### config.mk
export PLATFORM = sky130hd
export DESIGN_NAME = mux2_req_scm_flat
export DESIGN_NICKNAME = d
export VERILOG_FILES = /design/src/source/scm_pkg.sv /design/src/source/scm_req_if.sv /design/src/source/mux2_req_scm.sv /design/src/flat_wrapper.sv
export SDC_FILE = /design/constraint.sdc
export NUM_CORES = 1
export LEC_CHECK = 0
export CORE_AREA = 2 2 51 53
export DETAILED_ROUTE_END_ITERATION = 10
export DIE_AREA = 0 0 53 55
export DONT_BUFFER_PORTS = 1
export SYNTH_ARGS = -nofsm -noshare
export SYNTH_HDL_FRONTEND = slang
export SYNTH_SLANG_ARGS = --single-unit
### constraint.sdc
create_clock -name vclk -period 3.18
set_input_delay 0.636 -clock vclk [all_inputs]
set_output_delay 0.636 -clock vclk [all_outputs]
set_load 0.05 [all_outputs]
### src/source/scm_pkg.sv
package scm_pkg;

    ////////////////////////////////////////
    // Array geometry
    ////////////////////////////////////////

    // Row address bits
    localparam int ADDR_WIDTH = 6;

    // Bits per stored word
    localparam int DATA_WIDTH = 32;

    // Number of ways, also width of the one-hot way select
    localparam int N_WAYS = 4;

    // Rows per way
    localparam int DEPTH = 2 ** ADDR_WIDTH;

    ////////////////////////////////////////
    // Vector types
    ////////////////////////////////////////

    // Row index into every way of the array
    typedef logic [ADDR_WIDTH-1:0] scm_addr_t;

    // One data word of a way
    typedef logic [DATA_WIDTH-1:0] scm_data_t;

    // One-hot way select
    // all zero means no way is touched
    typedef logic [N_WAYS-1:0] scm_way_t;

endpackage

### src/source/scm_req_if.sv
`timescale 1ns/1ps

interface scm_req_if;

    import scm_pkg::*;

    // Handshake
    // gnt is combinational from req, transfer at an edge with both high
    logic      req;
    logic      gnt;

    // Payload, held stable by the master until granted
    scm_addr_t add;
    scm_data_t wdata;
    scm_way_t  way;

    // Requester side
    modport master
    (
        output req, add, wdata, way,
        input  gnt
    );

    // Array or arbiter side
    modport slave
    (
        input  req, add, wdata, way,
        output gnt
    );

endinterface

### src/source/mux2_req_scm.sv
`timescale 1ns/1ps

module mux2_req_scm
(
    scm_req_if.slave  ch0_bus,
    scm_req_if.master out_bus,
    scm_req_if.slave  ch1_bus
);

    // Mux select, high picks channel 1
    logic sel;

    ////////////////////////////////////////
    // Fixed priority arbiter
    ////////////////////////////////////////

    // Outgoing request when either channel asks
    assign out_bus.req = ch0_bus.req | ch1_bus.req;

    // Channel 1 wins whenever it asks
    // flush and icache maintenance must not wait on refills
    assign sel = ch1_bus.req | ~ch0_bus.req;

    // Grant back to the winner only
    assign ch1_bus.gnt = ch1_bus.req & out_bus.gnt;
    assign ch0_bus.gnt = ch0_bus.req & ~ch1_bus.req & out_bus.gnt;

    ////////////////////////////////////////
    // Payload mux
    ////////////////////////////////////////

    always_comb
    begin : payload_mux
        if (sel)
        begin
            out_bus.add   = ch1_bus.add;
            out_bus.wdata = ch1_bus.wdata;
            out_bus.way   = ch1_bus.way;
        end
        else
        begin
            out_bus.add   = ch0_bus.add;
            out_bus.wdata = ch0_bus.wdata;
            out_bus.way   = ch0_bus.way;
        end
    end

    ////////////////////////////////////////
    // Checks
    ////////////////////////////////////////

    // Checked after the grant paths through the bank settle
    always_comb
    begin : grant_checks
        // Never both channels at once
        a_gnt_exclusive : assert final (!(ch0_bus.gnt && ch1_bus.gnt))
            else $error("mux2_req_scm: both channel grants high");

        // Grant only to a channel that asks
        a_gnt_to_req : assert final ((!ch0_bus.gnt || ch0_bus.req) &&
                                     (!ch1_bus.gnt || ch1_bus.req))
            else $error("mux2_req_scm: grant to an idle channel");
    end

endmodule

### src/flat_wrapper.sv
// flat-port wrapper written by rule: the top's interface ports become plain ports
module mux2_req_scm_flat 
  (ch0_bus_req, ch0_bus_add, ch0_bus_wdata, ch0_bus_way, ch0_bus_gnt, out_bus_req, out_bus_add, out_bus_wdata, out_bus_way, out_bus_gnt, ch1_bus_req, ch1_bus_add, ch1_bus_wdata, ch1_bus_way, ch1_bus_gnt);
  scm_req_if ch0_bus_i ();
  scm_req_if out_bus_i ();
  scm_req_if ch1_bus_i ();
  input wire logic [$bits(ch0_bus_i.req)-1:0] ch0_bus_req;
  input wire logic [$bits(ch0_bus_i.add)-1:0] ch0_bus_add;
  input wire logic [$bits(ch0_bus_i.wdata)-1:0] ch0_bus_wdata;
  input wire logic [$bits(ch0_bus_i.way)-1:0] ch0_bus_way;
  output wire logic [$bits(ch0_bus_i.gnt)-1:0] ch0_bus_gnt;
  output wire logic [$bits(out_bus_i.req)-1:0] out_bus_req;
  output wire logic [$bits(out_bus_i.add)-1:0] out_bus_add;
  output wire logic [$bits(out_bus_i.wdata)-1:0] out_bus_wdata;
  output wire logic [$bits(out_bus_i.way)-1:0] out_bus_way;
  input wire logic [$bits(out_bus_i.gnt)-1:0] out_bus_gnt;
  input wire logic [$bits(ch1_bus_i.req)-1:0] ch1_bus_req;
  input wire logic [$bits(ch1_bus_i.add)-1:0] ch1_bus_add;
  input wire logic [$bits(ch1_bus_i.wdata)-1:0] ch1_bus_wdata;
  input wire logic [$bits(ch1_bus_i.way)-1:0] ch1_bus_way;
  output wire logic [$bits(ch1_bus_i.gnt)-1:0] ch1_bus_gnt;
  assign ch0_bus_i.req = ch0_bus_req;
  assign ch0_bus_i.add = ch0_bus_add;
  assign ch0_bus_i.wdata = ch0_bus_wdata;
  assign ch0_bus_i.way = ch0_bus_way;
  assign ch0_bus_gnt = ch0_bus_i.gnt;
  assign out_bus_req = out_bus_i.req;
  assign out_bus_add = out_bus_i.add;
  assign out_bus_wdata = out_bus_i.wdata;
  assign out_bus_way = out_bus_i.way;
  assign out_bus_i.gnt = out_bus_gnt;
  assign ch1_bus_i.req = ch1_bus_req;
  assign ch1_bus_i.add = ch1_bus_add;
  assign ch1_bus_i.wdata = ch1_bus_wdata;
  assign ch1_bus_i.way = ch1_bus_way;
  assign ch1_bus_gnt = ch1_bus_i.gnt;
  mux2_req_scm u_core (.ch0_bus(ch0_bus_i), .out_bus(out_bus_i), .ch1_bus(ch1_bus_i));
endmodule
==> results.sh <==
export IMPL_yosys_top_cells_count="39 x mux2_4, 3 x buf_12, 3 x mux2_2, 2 x and2_1"
export IMPL_setup_tns_ns=0
export IMPL_grt_max_degree=25
export IMPL_overflow=0
export IMPL_placed_cell_area_um2=704
export IMPL_insertedDiodeCount=0
export IMPL_worstPathCellList="nor2b_4, buf_4, and2_1"
export IMPL_regArea_um2=0
export IMPL_hp_start="ch0_bus_wdata[20]"
export IMPL_slew_viol_final=0
export IMPL_period_share_pct=70.9
export IMPL_crit_fanout=24
export IMPL_dieWidth_um=53
export IMPL_rsz0062_at_grt="false"
export IMPL_nets=137
export IMPL_slew_limit_headroom_pct=67.6
export IMPL_drv_cap=0
export IMPL_synth_area_leaders="mux2_4 80%, buf_12 8.2%, mux2_2 4.6%"
export IMPL_yosys_area_top_type="mux2_4"
export IMPL_syn_avg_cell_area_um2=14.3
export IMPL_syn_to_final_growth_pct=-3.60
export IMPL_grt_pass1_wl_um=1440
export IMPL_whs_ns=1.50
export IMPL_final_cell_area_um2=704
export IMPL_portBuffers=0
export IMPL_critPathMaxStageDelay_ns=0.50
export IMPL_drt_total_wl_um=1510
export IMPL_seq_cells=0
export IMPL_dpl_cell_count=78
export IMPL_die_area_um2=2920
export IMPL_power_total_mw=0.257
export IMPL_ios=132
export IMPL_status="complete, no violations"
export IMPL_firstDrtPassIters=1
export IMPL_crit_slowest_cell="and2_1"
export IMPL_finalCriticalPeriod_ns=2.25
export IMPL_rows=18
export IMPL_gp_congestion=0.666
export IMPL_critical_path_class="input pin to output pin"
export IMPL_synthDistinctLibCells=8
export IMPL_p_per_area_nw_per_um2=366
export IMPL_post_cts_buffers=0
export IMPL_synth_most_common_cell="mux2_4"
export IMPL_clock_fmax_mhz=444
export IMPL_antenna_found_initial=0
export IMPL_ys_warn_count=0
export IMPL_drc=0
export IMPL_cp_end_kind="output pin"
export IMPL_ys_seq_area_share_pct=0
export IMPL_crit_required_ns=2.54
export IMPL_yosys_area_top_type_share_pct=80.1
export IMPL_worst_pin_slew_ns=0.490
export IMPL_arrival_ns=1.62
export IMPL_drtIter0Drc=0
export IMPL_syn_inst=51
export IMPL_path_delay_family="simple AND/OR/NAND/NOR gates"
export IMPL_grt_pass1_vias=347
export IMPL_avgRoutedWirePerCell_um=19.4
export IMPL_setup_viol=0
export IMPL_cp_num_buf_inv=1
export IMPL_cts_resized=0
export IMPL_ant_nets=0
export IMPL_holdPathStages=1
export IMPL_holdPathEnd="out_bus_wdata[20]"
export IMPL_hold_viol_final=0
export IMPL_worstHoldPathType="input pin to output pin"
export IMPL_p_leak_nw=0.329
export IMPL_layout_drive_gt1_share_pct=95.8
export IMPL_vias=428
export IMPL_grt_usage_pct=6.09
export IMPL_peakVddDrop_mv=0.158
export IMPL_start_kind="input pin"
export IMPL_initial_core_util_pct=30.9
export IMPL_core_um2=2360
export IMPL_fin_cells=78
export IMPL_die_h_um=55
export IMPL_syn_area_um2=731
export IMPL_hold_buffers=0
export IMPL_synth_fp_nets=138
export IMPL_nClkBuffers=0
export IMPL_vias_per_cell=5.49
==> power breakdown <==
group / internal, mW / switching [mW] / leakage (nW) / total [mW]
combinational: 0.0720 / 0.185 / 0.329 / 0.257
clock: 0 / 0 / 0 / 0
sequential: 0 / 0 / 0 / 0
total: 0.0720 / 0.185 / 0.329 / 0.257
==> cell usage in the layout, fill, tap and decap left out <==
| master | instances |
|---|---|
| mux2_4 | 39 |
| mux2_2 | 3 |
| and2_1 | 2 |
| buf_4 | 2 |
| nor2b_4 | 1 |
| or2_2 | 1 |
==> layout make-up <==
class / instances / area, um^2
Multi-Input combinational cell: 46 / 652
Fill cell: 244 / 1660
Timing Repair Buffer: 2 / 15.0
Tap cell: 30 / 37.5
==> stage by stage <==
step	setup slack, ns	util, %
finish	0.926	29.8
global route	0.855	29.8
CTS	0.917	29.8
detailed placement	0.917	29.8
global placement	0.932	29.8
floorplan	1.02	-
==> cell families after synthesis <==
| logic type | synth area share, % |
|---|---|
| buffers and inverters | 11.8 |
| muxes | 84.8 |
| and+or+nand+nor | 3.43 |
==> layer usage <==
metal	vias to the layer above	track usage, %	part of all wire (%)	routed length [um]
li1	184	-	-	-
met1	193	8.33	33	502
met4	0	0	0	0
met5	-	0	0	0
met2	51	11.3	53	808
met3	0	0.269	13	204
==> worst max-delay path by stage <==
stage | from | end | slack [ns] | depth (start not counted)
floorplan | ch0_bus_req | ch0_bus_gnt | 1.02 | 4
global placement | ch0_bus_req | ch0_bus_gnt | 0.93 | 3
detailed placement | ch0_bus_req | ch0_bus_gnt | 0.92 | 3
CTS | ch0_bus_req | ch0_bus_gnt | 0.92 | 3
global route | ch0_bus_req | ch0_bus_gnt | 0.86 | 3
finish | ch0_bus_req | ch0_bus_gnt | 0.93 | 3
Note: power is estimated with default switching activity, not from simulation.
